==> src/verilog/thor_decode_pkg.sv <==
/*
 * Thor decode definitions shared by the register decode slice.
 * Instruction format, opcode list, special registers, decoded record
 * and the stack-pointer banking helpers.
 */
package thor_decode_pkg;

	// ========================================================================
	// Instruction format
	// ========================================================================

	// Fields are listed from the high bits down to bit 0
	// The opcode occupies bits 6:0 and the function code bits 31:27
	typedef struct packed {
		logic [4:0] func;
		logic [5:0] rb;
		logic [5:0] ra;
		logic [5:0] rt;
		logic [1:0] lk;
		logic [6:0] opcode;
	} instruction_t;

	// Only the opcodes this slice has to tell apart are named here
	// Anything else is treated as an immediate form by the target decoder
	typedef enum logic [6:0] {
		R2   = 7'h02,
		ADD  = 7'h04,
		ADDI = 7'h05,
		MOV  = 7'h0B,
		JMP  = 7'h20,
		DJMP = 7'h21,
		RTS  = 7'h22,
		MTLK = 7'h23,
		JEQ  = 7'h28,
		JNE  = 7'h29,
		JLT  = 7'h2A,
		JGE  = 7'h2B,
		JEQZ = 7'h2C,
		STB  = 7'h70,
		STW  = 7'h71,
		STO  = 7'h73
	} opcode_e;

	// ========================================================================
	// Special register numbers
	// ========================================================================

	localparam logic [5:0] REG_ZERO    = 6'd0;
	localparam logic [5:0] REG_SP      = 6'd31;
	// Loop counter, used implicitly by DJMP
	localparam logic [5:0] REG_LC      = 6'd40;
	// Link register n lives at base plus n, so 41 to 43
	localparam logic [5:0] REG_LK_BASE = 6'd40;
	// Banked stack pointer k lives at base plus k, so 44 to 47
	localparam logic [5:0] REG_SP_BASE = 6'd43;

	// Stack-pointer select, 0 and 5 to 7 leave register 31 alone
	typedef logic [2:0] sp_sel_t;

	// ========================================================================
	// Decoded record and configuration map
	// ========================================================================

	typedef struct packed {
		opcode_e    opcode;
		logic [5:0] rt;
		logic [5:0] ra;
		logic [5:0] rb;
		logic       wr;
	} decode_t;

	// Wishbone word addresses of the configuration block
	localparam logic [3:0]  WB_ADDR_SPSEL = 4'd0;
	localparam logic [3:0]  WB_ADDR_ID    = 4'd1;
	// Identification word returned at WB_ADDR_ID
	localparam logic [31:0] DECODE_ID     = 32'h7D0C_0001;

	// Link selector to register number, a zero selector means no link
	function automatic logic [5:0] link_reg(input logic [1:0] lk);
		if (lk == 2'd0)
			return REG_ZERO;
		return REG_LK_BASE + {4'd0, lk};
	endfunction

	// Swap the generic stack pointer for the bank chosen by sp_sel
	// Every other register number comes back unchanged
	function automatic logic [5:0] remap_sp(input logic [5:0] r, input sp_sel_t sp_sel);
		if (r == REG_SP && sp_sel >= 3'd1 && sp_sel <= 3'd4)
			return REG_SP_BASE + {3'd0, sp_sel};
		return r;
	endfunction

endpackage

==> src/verilog/thor_decode_rt.sv <==
/*
 * Thor target register decoder.
 * Picks the destination register for each opcode class and applies
 * stack-pointer banking, purely combinational.
 */
`timescale 1ns/1ps

module thor_decode_rt
	import thor_decode_pkg::*;
(
	input  instruction_t ir,
	input  sp_sel_t      sp_sel,
	output logic [5:0]   rt
);

	// Target before the stack-pointer remap
	logic [5:0] rt_raw;

	// ========================================================================
	// Target selection by opcode class
	// ========================================================================

	always_comb
	begin
		case (ir.opcode)
			// Conditional jump on zero never writes a register
			JEQZ:
				rt_raw = REG_ZERO;
			// Compare-and-jump and JMP write their link register when lk is set
			JEQ, JNE, JLT, JGE, JMP:
				rt_raw = link_reg(ir.lk);
			// Loop jump decrements the loop counter in place
			DJMP:
				rt_raw = REG_LC;
			// Stores only read registers
			STB, STW, STO:
				rt_raw = REG_ZERO;
			// Return reads a link register, it writes nothing
			RTS:
				rt_raw = REG_ZERO;
			// Move to link uses the same selector encoding as the jumps
			MTLK:
				rt_raw = link_reg(ir.lk);
			// Register forms can reach all 64 registers
			R2, MOV:
				rt_raw = ir.rt;
			// Immediate forms only encode the low 32 registers
			default:
				rt_raw = {1'b0, ir.rt[4:0]};
		endcase
	end

	// ========================================================================
	// Stack-pointer banking
	// ========================================================================

	// A target of 31 lands in the bank for the current mode
	assign rt = remap_sp(rt_raw, sp_sel);

endmodule

==> src/verilog/thor_decode_rs.sv <==
/*
 * Thor source register decoder.
 * Works out both read operands, forcing unused ones to register zero,
 * and applies stack-pointer banking to each.
 */
`timescale 1ns/1ps

module thor_decode_rs
	import thor_decode_pkg::*;
(
	input  instruction_t ir,
	input  sp_sel_t      sp_sel,
	output logic [5:0]   ra,
	output logic [5:0]   rb
);

	// Operands before the stack-pointer remap
	logic [5:0] ra_raw;
	logic [5:0] rb_raw;

	// ========================================================================
	// First source
	// ========================================================================

	always_comb
	begin
		case (ir.opcode)
			// Return jumps through the link register named by lk
			RTS:
				ra_raw = link_reg(ir.lk);
			// Loop jump tests the loop counter
			DJMP:
				ra_raw = REG_LC;
			default:
				ra_raw = ir.ra;
		endcase
	end

	// ========================================================================
	// Second source
	// ========================================================================

	// Only opcodes that actually read rb keep the field
	// Everything else reads register zero so no false dependence is seen
	always_comb
	begin
		case (ir.opcode)
			R2:
				rb_raw = ir.rb;
			JEQ, JNE, JLT, JGE:
				rb_raw = ir.rb;
			// The rb field carries the store data register
			STB, STW, STO:
				rb_raw = ir.rb;
			default:
				rb_raw = REG_ZERO;
		endcase
	end

	// Both operands see the banked stack pointer
	assign ra = remap_sp(ra_raw, sp_sel);
	assign rb = remap_sp(rb_raw, sp_sel);

endmodule

==> src/verilog/thor_decode_cfg.sv <==
/*
 * Thor decode configuration block.
 * Wishbone classic slave holding the stack-pointer select and an ID word.
 */
`timescale 1ns/1ps

module thor_decode_cfg
	import thor_decode_pkg::*;
(
	input  logic        clk,
	input  logic        rst_n,
	input  logic        wb_cyc,
	input  logic        wb_stb,
	input  logic        wb_we,
	input  logic [3:0]  wb_adr,
	input  logic [31:0] wb_dat_i,
	output logic [31:0] wb_dat_o,
	output logic        wb_ack,
	output sp_sel_t     sp_sel
);

	logic        ack_q;
	sp_sel_t     sp_sel_q;
	logic [31:0] rd_data;
	logic [31:0] rd_data_q;
	logic        req;

	// A new request is one not already being acknowledged
	// This makes ack a single-cycle pulse even if the master holds stb
	assign req = wb_cyc & wb_stb & ~ack_q;

	// Read mux, unmapped words read as zero
	always_comb
	begin
		case (wb_adr)
			WB_ADDR_SPSEL: rd_data = {29'd0, sp_sel_q};
			WB_ADDR_ID:    rd_data = DECODE_ID;
			default:       rd_data = 32'd0;
		endcase
	end

	// ========================================================================
	// Control registers
	// ========================================================================

	always_ff @(posedge clk)
	begin
		if (!rst_n)
		begin
			ack_q    <= 1'b0;
			sp_sel_q <= '0;
		end
		else
		begin
			ack_q <= req;
			// Only the low three bits of the write data are kept
			if (req && wb_we && wb_adr == WB_ADDR_SPSEL)
				sp_sel_q <= wb_dat_i[2:0];
		end
	end

	// Read data is captured with the request and shown during the ack
	always_ff @(posedge clk)
	begin
		if (req)
			rd_data_q <= rd_data;
	end

	assign wb_ack   = ack_q;
	assign wb_dat_o = rd_data_q;
	assign sp_sel   = sp_sel_q;

endmodule

==> src/verilog/thor_decode_stage.sv <==
/*
 * Thor register decode pipeline stage.
 * Runs the target and source decoders on the incoming instruction and
 * holds the decoded record in a one-entry valid/ready register.
 */
`timescale 1ns/1ps

module thor_decode_stage
	import thor_decode_pkg::*;
(
	input  logic         clk,
	input  logic         rst_n,
	input  sp_sel_t      sp_sel,
	input  logic         in_valid,
	input  instruction_t in_insn,
	output logic         in_ready,
	output logic         out_valid,
	input  logic         out_ready,
	output decode_t      out_dec
);

	// Decoder results for the instruction currently offered
	logic [5:0] rt_d;
	logic [5:0] ra_d;
	logic [5:0] rb_d;
	decode_t    dec_d;

	// Output register state
	logic       out_valid_q;
	decode_t    dec_q;
	logic       accept;

	// ========================================================================
	// Combinational decode
	// ========================================================================

	thor_decode_rt i_thor_decode_rt (
		.ir     (in_insn),
		.sp_sel (sp_sel),
		.rt     (rt_d)
	);

	thor_decode_rs i_thor_decode_rs (
		.ir     (in_insn),
		.sp_sel (sp_sel),
		.ra     (ra_d),
		.rb     (rb_d)
	);

	// Assemble the record, a write is flagged whenever the target is real
	always_comb
	begin
		dec_d.opcode = opcode_e'(in_insn.opcode);
		dec_d.rt     = rt_d;
		dec_d.ra     = ra_d;
		dec_d.rb     = rb_d;
		dec_d.wr     = (rt_d != REG_ZERO);
	end

	// ========================================================================
	// Valid/ready register
	// ========================================================================

	// The slot is free when empty or when its record leaves this cycle
	assign in_ready = out_ready | ~out_valid_q;
	assign accept   = in_valid & in_ready;

	always_ff @(posedge clk)
	begin
		if (!rst_n)
			out_valid_q <= 1'b0;
		else if (in_ready)
			out_valid_q <= in_valid;
	end

	// Record holds its value under back-pressure since accept is low then
	always_ff @(posedge clk)
	begin
		if (accept)
			dec_q <= dec_d;
	end

	assign out_valid = out_valid_q;
	assign out_dec   = dec_q;

endmodule

==> src/verilog/thor_decode_top.sv <==
/*
 * Thor register decode slice top level.
 * Configuration block beside the decode stage it steers.
 */
`timescale 1ns/1ps

module thor_decode_top
	import thor_decode_pkg::*;
(
	input  logic         clk,
	input  logic         rst_n,
	input  logic         wb_cyc,
	input  logic         wb_stb,
	input  logic         wb_we,
	input  logic [3:0]   wb_adr,
	input  logic [31:0]  wb_dat_i,
	output logic [31:0]  wb_dat_o,
	output logic         wb_ack,
	input  logic         in_valid,
	input  instruction_t in_insn,
	output logic         in_ready,
	output logic         out_valid,
	input  logic         out_ready,
	output decode_t      out_dec
);

	// Current stack-pointer bank, written over Wishbone
	sp_sel_t sp_sel;

	thor_decode_cfg i_thor_decode_cfg (
		.clk      (clk),
		.rst_n    (rst_n),
		.wb_cyc   (wb_cyc),
		.wb_stb   (wb_stb),
		.wb_we    (wb_we),
		.wb_adr   (wb_adr),
		.wb_dat_i (wb_dat_i),
		.wb_dat_o (wb_dat_o),
		.wb_ack   (wb_ack),
		.sp_sel   (sp_sel)
	);

	thor_decode_stage i_thor_decode_stage (
		.clk       (clk),
		.rst_n     (rst_n),
		.sp_sel    (sp_sel),
		.in_valid  (in_valid),
		.in_insn   (in_insn),
		.in_ready  (in_ready),
		.out_valid (out_valid),
		.out_ready (out_ready),
		.out_dec   (out_dec)
	);

endmodule

==> config.mk <==
export PLATFORM = sky130hd
export DESIGN_NAME = thor_decode_top
export DESIGN_NICKNAME = d
export VERILOG_FILES = /design/src/verilog/thor_decode_pkg.sv /design/src/verilog/thor_decode_rt.sv /design/src/verilog/thor_decode_rs.sv /design/src/verilog/thor_decode_cfg.sv /design/src/verilog/thor_decode_stage.sv /design/src/verilog/thor_decode_top.sv
export SDC_FILE = /design/constraint.sdc
export NUM_CORES = 1
export LEC_CHECK = 0
export BUFFER_PORTS_ARGS = -buffer_cell sky130_fd_sc_hd__buf_2
export CORE_MARGIN = 1
export CORE_UTILIZATION = 30
export DETAILED_ROUTE_END_ITERATION = 10
export MAX_ROUTING_LAYER = met4
export PLACE_DENSITY = 0.7
export SETUP_SLACK_MARGIN = 0.2
export SYNTH_ARGS = -nofsm -noshare
export SYNTH_HDL_FRONTEND = slang
export SYNTH_SLANG_ARGS = --single-unit
==> constraint.sdc <==
create_clock -name clk -period 2.9 [get_ports clk]
set_input_delay 0.145 -clock clk [delete_from_list [all_inputs] [get_ports clk]]
set_output_delay 0.145 -clock clk [all_outputs]
set_load 0.05 [all_outputs]
After elaboration in Yosys (flattened, before gate mapping)
Cells that the tools add are included.
{"block": "classes", "add_sub_neg": 2, "magnitude_cmp": 2, "eq_ne": 18, "muxes": 21, "bitwise_logic": 6, "reduce_logical": 15}
{"operator": "two-way mux 6 bit", "n": 11}
{"operator": "equality test 7 x 6 -> 1 bit, second input constant", "n": 9}
{"operator": "case mux 31 bit (2 select lines)", "n": 1}
{"operator": "case mux 6 bit (5 select lines)", "n": 1}
{"operator": "equality test 7 bit, second input constant", "n": 3}
{"operator": "equality test 6 x 5 -> 1 bit, second input constant", "n": 3}
{"operator": "case mux 6 bit (2 select lines)", "n": 1}
{"operator": "OR reduction 5 bit", "n": 2}
{"operator": "logical AND 1 bit", "n": 8}
{"operator": "OR reduction 8 bit", "n": 1}
{"operator": "equality test 7 x 2 -> 1 bit, second input constant", "n": 1}
{"operator": "equality test 7 x 4 -> 1 bit, second input constant", "n": 1}
{"operator": "two-way mux 1 bit", "n": 7}
{"operator": "adder 6 x 2 -> 6 bit, first input constant", "n": 1}
{"operator": "adder 6 x 3 -> 6 bit, first input constant", "n": 1}
{"operator": "nonzero test 6 bit", "n": 1}
{"operator": "equality test 4 x 1 -> 1 bit, second input constant", "n": 1}
{"operator": "zero test 4 bit", "n": 1}
{"operator": "AND 1 bit", "n": 3}
{"operator": "greater-or-equal comparator 3 x 1 -> 1 bit, second input constant", "n": 1}
{"operator": "less-or-equal comparator 3 bit, second input constant", "n": 1}
{"operator": "zero test 2 bit", "n": 1}
{"operator": "inverter 1 bit", "n": 2}
{"operator": "OR reduction 2 bit", "n": 1}
{"operator": "bitwise OR 1 bit", "n": 1}
{"block": "totals", "reg_bits": 63, "output_inout_bits": 61, "wordCells": 73}

Logic depth before layout (Yosys ltp)
Gate-level depths: netlist of run 1.
{"block": "depth", "word_depth": 11, "ltp_mapped": 8, "mapped_depth_nobuf": 8}

Hierarchy
From an unflattened synthesis of run 1, not the netlist that was laid out.
{"block": "unflattened", "cells_unflattened": 194, "area_unflattened_um2": 2157.1}
{"module": "thor_decode_stage", "instances": 1, "cells_per_inst": 34, "area_per_inst_um2": 845.8, "seq_area_each_um2": 800.8}
{"module": "thor_decode_cfg", "instances": 1, "cells_per_inst": 56, "area_per_inst_um2": 553.0, "seq_area_each_um2": 200.2}
{"module": "thor_decode_rs", "instances": 1, "cells_per_inst": 55, "area_per_inst_um2": 387.9, "seq_area_each_um2": 0.0}
{"module": "thor_decode_rt", "instances": 1, "cells_per_inst": 49, "area_per_inst_um2": 370.4, "seq_area_each_um2": 0.0}

Least setup slack after synthesis of run 1
No wires, ideal clock.
{"block": "synth_path", "path_type": "reg2reg", "startpoint": "register i_thor_decode_stage.out_valid_q (netlist: i_thor_decode_stage.out_valid)", "endpoint": "register i_thor_decode_stage.dec_q, in the netlist i_thor_decode_stage.out_dec[0] (enable)", "setup_ns": 0.385, "t_arrival_ns": 1.705, "t_required_ns": 2.515, "setup_slack_ns": 0.810, "stages_incl_launch_ff": 3, "path_buffers": 0, "path_cell_list": "dfxtp_1 -> nand2b_1 -> and2_1"}
{"block": "synth_via", "elab_chain_cells": 3}
{"element": "start: declaration", "line_no": "thor_decode_stage.sv:29", "rtl": "logic out_valid_q;"}
{"element": "start signal: assignment", "line_no": "thor_decode_stage.sv:73", "rtl": "out_valid_q <= in_valid;"}
{"element": "inverter 1 bit", "line_no": "thor_decode_stage.sv:65", "rtl": "assign in_ready = out_ready | ~out_valid_q;"}
{"element": "bitwise OR 1 bit", "line_no": "thor_decode_stage.sv:65"}
{"element": "via in_ready", "line_no": "thor_decode_top.sv:21", "rtl": "output logic in_ready,"}
{"element": "AND 1 bit", "line_no": "thor_decode_stage.sv:66", "rtl": "assign accept = in_valid & in_ready;"}
{"element": "via i_thor_decode_stage.accept", "line_no": "thor_decode_stage.sv:31", "rtl": "logic accept;"}
{"element": "end signal: assignment", "line_no": "thor_decode_stage.sv:80", "rtl": "dec_q <= dec_d;"}
{"element": "end: declaration", "line_no": "thor_decode_stage.sv:30", "rtl": "decode_t dec_q;"}
The timed path passes the listed nets, and every way through them passes these cells.
A chain may end at the register's enable or synchronous reset.

==> results of run 1 <==
-- synthesized netlist by cell type (all sizes together) --
library cell	count	share of area
buf	30	0.11
edfxtp	30	0.43
nor2	13	0.023
a21oi	12	0.029
inv	8	0.014
nand2	8	0.014
o21ai	8	0.019
nor3b	6	0.022
nor4	6	0.018
and2	5	0.015
dfxtp	5	0.048
nand4	5	0.015
nand3	4	0.0096
nor2b	4	0.012
nor3	4	0.014
a21o	3	0.011
a31o	3	0.017
ha	3	0.018
mux2i	3	0.014
nand2b	3	0.0090
a211oi	2	0.012
a31oi	2	0.0060
and3b	2	0.0084
and4	2	0.0084
clkbuf	2	0.0042
xor2	2	0.0084
a2111oi	1	0.0042
a21boi	1	0.0036
a221oi	1	0.013
a22oi	1	0.0036
a32o	1	0.0054
a32oi	1	0.0042
a41oi	1	0.0078
and3	1	0.0030
and4bb	1	0.0060
conb	1	0.0018
nor4b	1	0.0042
nor4bb	1	0.0048
o2111a	1	0.0060
o211ai	1	0.0036
o21a	1	0.0036
o22ai	1	0.0030
or2	1	0.0030
or4	1	0.0036
or4b	1	0.0066
-- placed cells by master (no fill, tap or decap), drive strengths merged, types with 4 or more instances in the layout --
cell | netlist | layout
a21oi | 12 | 12
and2 | 5 | 5
buf | 30 | 81
clkbuf | 2 | 5
conb | 1 | 21
dfxtp | 5 | 5
edfxtp | 30 | 30
inv | 8 | 8
nand2 | 8 | 8
nand3 | 4 | 4
nand4 | 5 | 5
nor2 | 13 | 13
nor2b | 4 | 4
nor3 | 4 | 4
nor3b | 6 | 6
nor4 | 6 | 6
o21ai | 8 | 8
-- logic make-up after synthesis --
| family | count (synthesis) |
|---|---|
| AO/OA/AOI/OAI | 41 |
| XOR/XNOR | 2 |
| adder cells (fa/ha/maj) | 3 |
| buffers and inverters | 40 |
| flip-flops | 35 |
| multiplexers | 3 |
| other | 1 |
| AND/OR/NAND/NOR | 69 |
-- power by group --
group          total (W)  internal [W]  switching [W]
sequential      0.000583      0.000576     0.00000659
clock           0.000423      0.000252       0.000171
combinational   0.000317     0.0000678       0.000249
total            0.00132      0.000896       0.000427
-- cell type report --
class / count / area [sq um]
fill: 678 / 3990
sequential: 35 / 1000
multi-input combinational: 139 / 897
timing repair buffer: 81 / 408
tap: 77 / 96.3
clock buffer: 5 / 68.8
clock inverter: 3 / 38.8
inverter: 8 / 30.0
-- flip-flops by register name (all words and copies together), names as in the netlist --
name,count
i_thor_decode_cfg.wb_dat_o,4
i_thor_decode_stage.out_valid,1
i_thor_decode_cfg.sp_sel,3
i_thor_decode_cfg.wb_ack,1
i_thor_decode_stage.out_dec,26
-- critical path: stages (launching register included) --
cell	delay, ns
dfxtp_1	0.42
inv_1	0.13
ha_1	0.15
inv_1	0.04
ha_1	0.18
or2_2	0.34
or4_1	0.57
nand2_1	0.10
nor3b_1	0.05
-- routing by layer --
metal | routed length, um | vias to the layer above
met4 | 108 | 0
met3 | 415 | 8
met5 | 0 | -
met1 | 1950 | 806
met2 | 2130 | 87
li1 | - | 828
-- worst max path at each step --
stage	start	to	slack, ns	cells past startpoint
final	i_thor_decode_cfg.sp_sel[0]	i_thor_decode_stage.out_dec[11]	0.67	8
after floorplan	i_thor_decode_stage.out_valid	i_thor_decode_stage.out_dec[0]	0.81	2
after global routing	i_thor_decode_cfg.sp_sel[0]	i_thor_decode_stage.out_dec[3]	0.47	8
after CTS	i_thor_decode_cfg.sp_sel[0]	i_thor_decode_stage.out_dec[11]	0.66	8
after global placement	i_thor_decode_cfg.sp_sel[0]	i_thor_decode_stage.out_dec[10]	0.70	8
after detailed placement	i_thor_decode_cfg.sp_sel[0]	i_thor_decode_stage.out_dec[10]	0.68	8
-- metrics by stage --
step | cells | hold WS, ns | total power (W)
after detailed placement | 340 | 0.408 | 0.000910
final | 348 | 0.113 | 0.00132
after global placement | 340 | 0.399 | 0.000907
after floorplan | 214 | 0.244 | 0.000858
after global routing | 348 | 0.110 | 0.00139
after CTS | 348 | 0.109 | 0.00134
==> impl_metrics.ini, run 1 <==
[drt]
drt_first_iter_violations = 88
vias = 1729
via_per_inst = 4.97
antenna_left = 0
wire_per_inst_um = 13.2
drc = 0
drt_first_pass_iters = 4
routed_wl_um = 4610

[pwr]
p_per_area_nw_per_um2 = 521
leakage_nw = 1.07
irDropWorstVdd_v = 0.000164

[floorplanning]
die_area_sq_um = 7280
core_sq_um = 6530
ioPinCount = 136
row_count = 29
die_x_um = 85.3
die_height_um = 85.3
start_util = 0.319

[clock_network]
root_buffer = clkbuf_8
cts_resized = 0
clkTransAtPathRegs_ns = 0.07
cts_hold_buffers = 0
cts_buffers = 5
post_cts_buffers = 0
htree_levels = 2
cts_tree = yes
clkLatencyLatePin_ns = 0.28
clk_path_buf_depth = 2
cts_sinks = 35

[global_route]
grtUsageMet3 = 0.0467
grt_max_degree = 27
antenna_found_initial = 0
grt_pass1_vias = 1541
grt.overflow.total = 0
grt_util_all_layers = 0.138
grt-busiest-layer = met2
grt_use_met2 = 0.213
use_met1 = 0.164
grt_first_pass_wirelength_um = 7580

[place]
io_buffers = 80
dp.final_hpwl_um = 3590
place_ws_ns = 0.681
dpl_cell_area_sq_um = 2430
gp_congestion = 0.840

[sta]
slew_violations = 0
rsz0062_at_grt = no
fmax_mhz = 448
min_period_ns = 2.23
setup_tns_ns = 0
setup_viol = 0
setup_ws_ns = 0.665
worstMarginPinSlew_ns = 0.696
max-slew-margin-rel = 0.532
hold_viol = 0
fin_crit_sh = 0.771
skew_ns = 0.00600

[worst_setup_path]
worstSetupPathType = reg2reg
reg2reg_depth = 8
end_kind = register
r2r-end = i_thor_decode_stage.out_dec[11]
critPathArrivalTime_ns = 2.25
cp_max_fo = 8
r2r_start = i_thor_decode_cfg.sp_sel[0]
cp-start-kind = register
regToRegSetupSlack_ns = 0.67
crit_required_ns = 2.92

[final_layout]
n_antenna_cell = 0
areaGrowthSynthToFinish_pct = 22.0
layout-drive-gt1-share = 0.376
nNetsFinal = 348
fin_area_sq_um = 2540
final_util = 0.389

[synthesis]
postSynthCellCount = 194
syn_avg_cell_area_sq_um = 10.7
synth-seq-cells = 35
yosys.area_share.simple = 0.201
ys_warn_count = 0
synth_compound_area_frac = 0.151
synthAdderAreaFrac = 0.0180
synth_xor_area_frac = 0.00841
synth.distinct_cells = 49
synth_top_family_by_area = simple AND/OR/NAND/NOR gates
ys_seq_area_frac = 0.481
syn_area_sq_um = 2080
muxShareOfSynthArea = 0.0144

[min_path]
hold_end = i_thor_decode_cfg.wb_ack
hp-start = rst_n
min_path_cells = 2
hold_path.class = in2reg

[outcome]
status = finished clean

[job]
drv_cap = 0
(Power assumes the default switching activity.)
==> run 2, diff against run 1 <==
PLACE_DENSITY = 0.73   (was 0.7)
clock period = 1.9 ns   (was 2.9 ns; I/O delays follow)
==> run 2 against run 1 <==
Compared with the run above:
- clock skew hardly changed
- die area stayed put
- first-iteration DRC count is 32% lower
- total power is 66% higher
- critical endpoint is now i_thor_decode_stage.out_dec[10]
- largest power group unchanged
==> impl_metrics.ini, run 2 (synthesis gave the netlist of run 1 again) <==
[clock_network]
clkTransAtPathRegs_ns = 0.08
cts_hold_buffers = 0
clk_path_buf_depth = 2
root_buffer = clkbuf_8
cts_sinks = 35
clkLatencyLatePin_ns = 0.29
htree_levels = 2
cts_tree = yes
cts_buffers = 5

[final_layout]
final_cell_mix = 80 x buf_2, 30 x edfxtp_1, 21 x conb_1
areaGrowthSynthToFinish_pct = 34.1
mostFrequentLayoutCell = buf_2
nFillCells = 638
multiInputGateArea_sq_um = 978
ff_latch_area_sq_um = 1010
layout-drive-gt1-share = 0.474
largest_reg_flops = 26
nNetsFinal = 366
n_antenna_cell = 0
fin_area_sq_um = 2790

[pwr]
power_w = 0.00219
p_per_area_nw_per_um2 = 785
irDropWorstVdd_v = 0.000441
leakage_nw = 1.18

[sta]
setup_ws_ns = 0.0904
fin_crit_sh = 0.952
holdWs_ns = 0.0632
rsz0062_at_grt = yes
slew_violations = 0
setup_viol = 0
hold_viol = 0
fmax_mhz = 553
min_period_ns = 1.81
max-slew-margin-rel = 0.595
worstMarginPinSlew_ns = 0.606
skew_ns = 0.00584

[worst_setup_path]
crit_required_ns = 1.93
worstSetupPathType = reg2reg
end_kind = register
cp-start-kind = register
critPathArrivalTime_ns = 1.84
cp_max_fo = 3

[floorplanning]
ioPinCount = 136
start_util = 0.319
die_height_um = 85.3
die_area_sq_um = 7280
die_x_um = 85.3
core_sq_um = 6530
row_count = 29

[global_route]
grt_first_pass_wirelength_um = 7760
grt_pass1_vias = 1678
grt_use_met2 = 0.249
grt.overflow.total = 0
use_met1 = 0.162
grt_max_degree = 27
antenna_found_initial = 0
grt-busiest-layer = met2
grt_util_all_layers = 0.143
grtUsageMet3 = 0.0340

[place]
dpl_cell_area_sq_um = 2580
gp_congestion = 0.861
place_ws_ns = -0.0124
io_buffers = 80
dp.final_hpwl_um = 3830

[drt]
drt_first_iter_violations = 60
drc = 0
via_per_inst = 4.83
wire_per_inst_um = 13.8
vias = 1768
antenna_left = 0
routed_wl_um = 5040
drt_first_pass_iters = 4

[min_path]
hold_path.class = in2reg

[outcome]
status = finished clean

[job]
drv_cap = 0
-- run 2: per-stage QoR --
step / utilization / instances / setup TNS [ns]
after floorplan: - / 214 / 0
after global placement: 0.396 / 355 / 0
after detailed placement: 0.396 / 355 / -0.0152
after CTS: 0.424 / 364 / 0
after global routing: 0.428 / 366 / 0
final: 0.428 / 366 / 0
-- run 2: what timing repair did --
action,4_1_cts,5_1_grt
endpoints found under the setup margin,12,14
gates resized for setup,9,3
gates cloned,0,0
buffers inserted,1,2
pin swaps,6,1
-- run 2: critical path: stages (launching register included) --
cell and delay (ns):
dfxtp_2 0.33, inv_2 0.08, ha_4 0.13, inv_2 0.04
ha_4 0.15, or2_4 0.24, or4_4 0.45, nor2_2 0.10
a21oi_1 0.04
-- run 2: area by class of cell --
cell class | count | area share
Timing Repair Buffer | 99 | 0.196
Clock inverter | 2 | 0.0215
Inverter | 8 | 0.0116
Tap cell | 77 | 0.0345
Multi-Input combinational cell | 139 | 0.350
Sequential cell | 35 | 0.360
Clock buffer | 6 | 0.0260
-- run 2: where the power goes --
part | leakage, nW | internal (W) | switching (W)
Combinational | 0.780 | 0.000117 | 0.000385
Clock | 0.0654 | 0.000525 | 0.000275
Sequential | 0.331 | 0.000878 | 0.0000119
-- run 2: final timing paths --
check / startpoint / to / slack (ns) / depth (start not counted)
min: in_valid / i_thor_decode_stage.out_valid / 0.06 / 3
min reg2reg: i_thor_decode_stage.out_valid / i_thor_decode_stage.out_valid / 0.51 / 2
max reg2reg: i_thor_decode_cfg.sp_sel[1] / i_thor_decode_stage.out_dec[10] / 0.09 / 8
max: i_thor_decode_cfg.sp_sel[1] / i_thor_decode_stage.out_dec[10] / 0.09 / 8
-- run 2: per-layer routing --
| metal | wire length [um] | vias to the layer above |
|---|---|---|
| met2 | 2510 | 81 |
| li1 | - | 865 |
| met4 | 50 | 0 |
| met3 | 334 | 7 |
| met1 | 2140 | 815 |
| met5 | 0 | - |
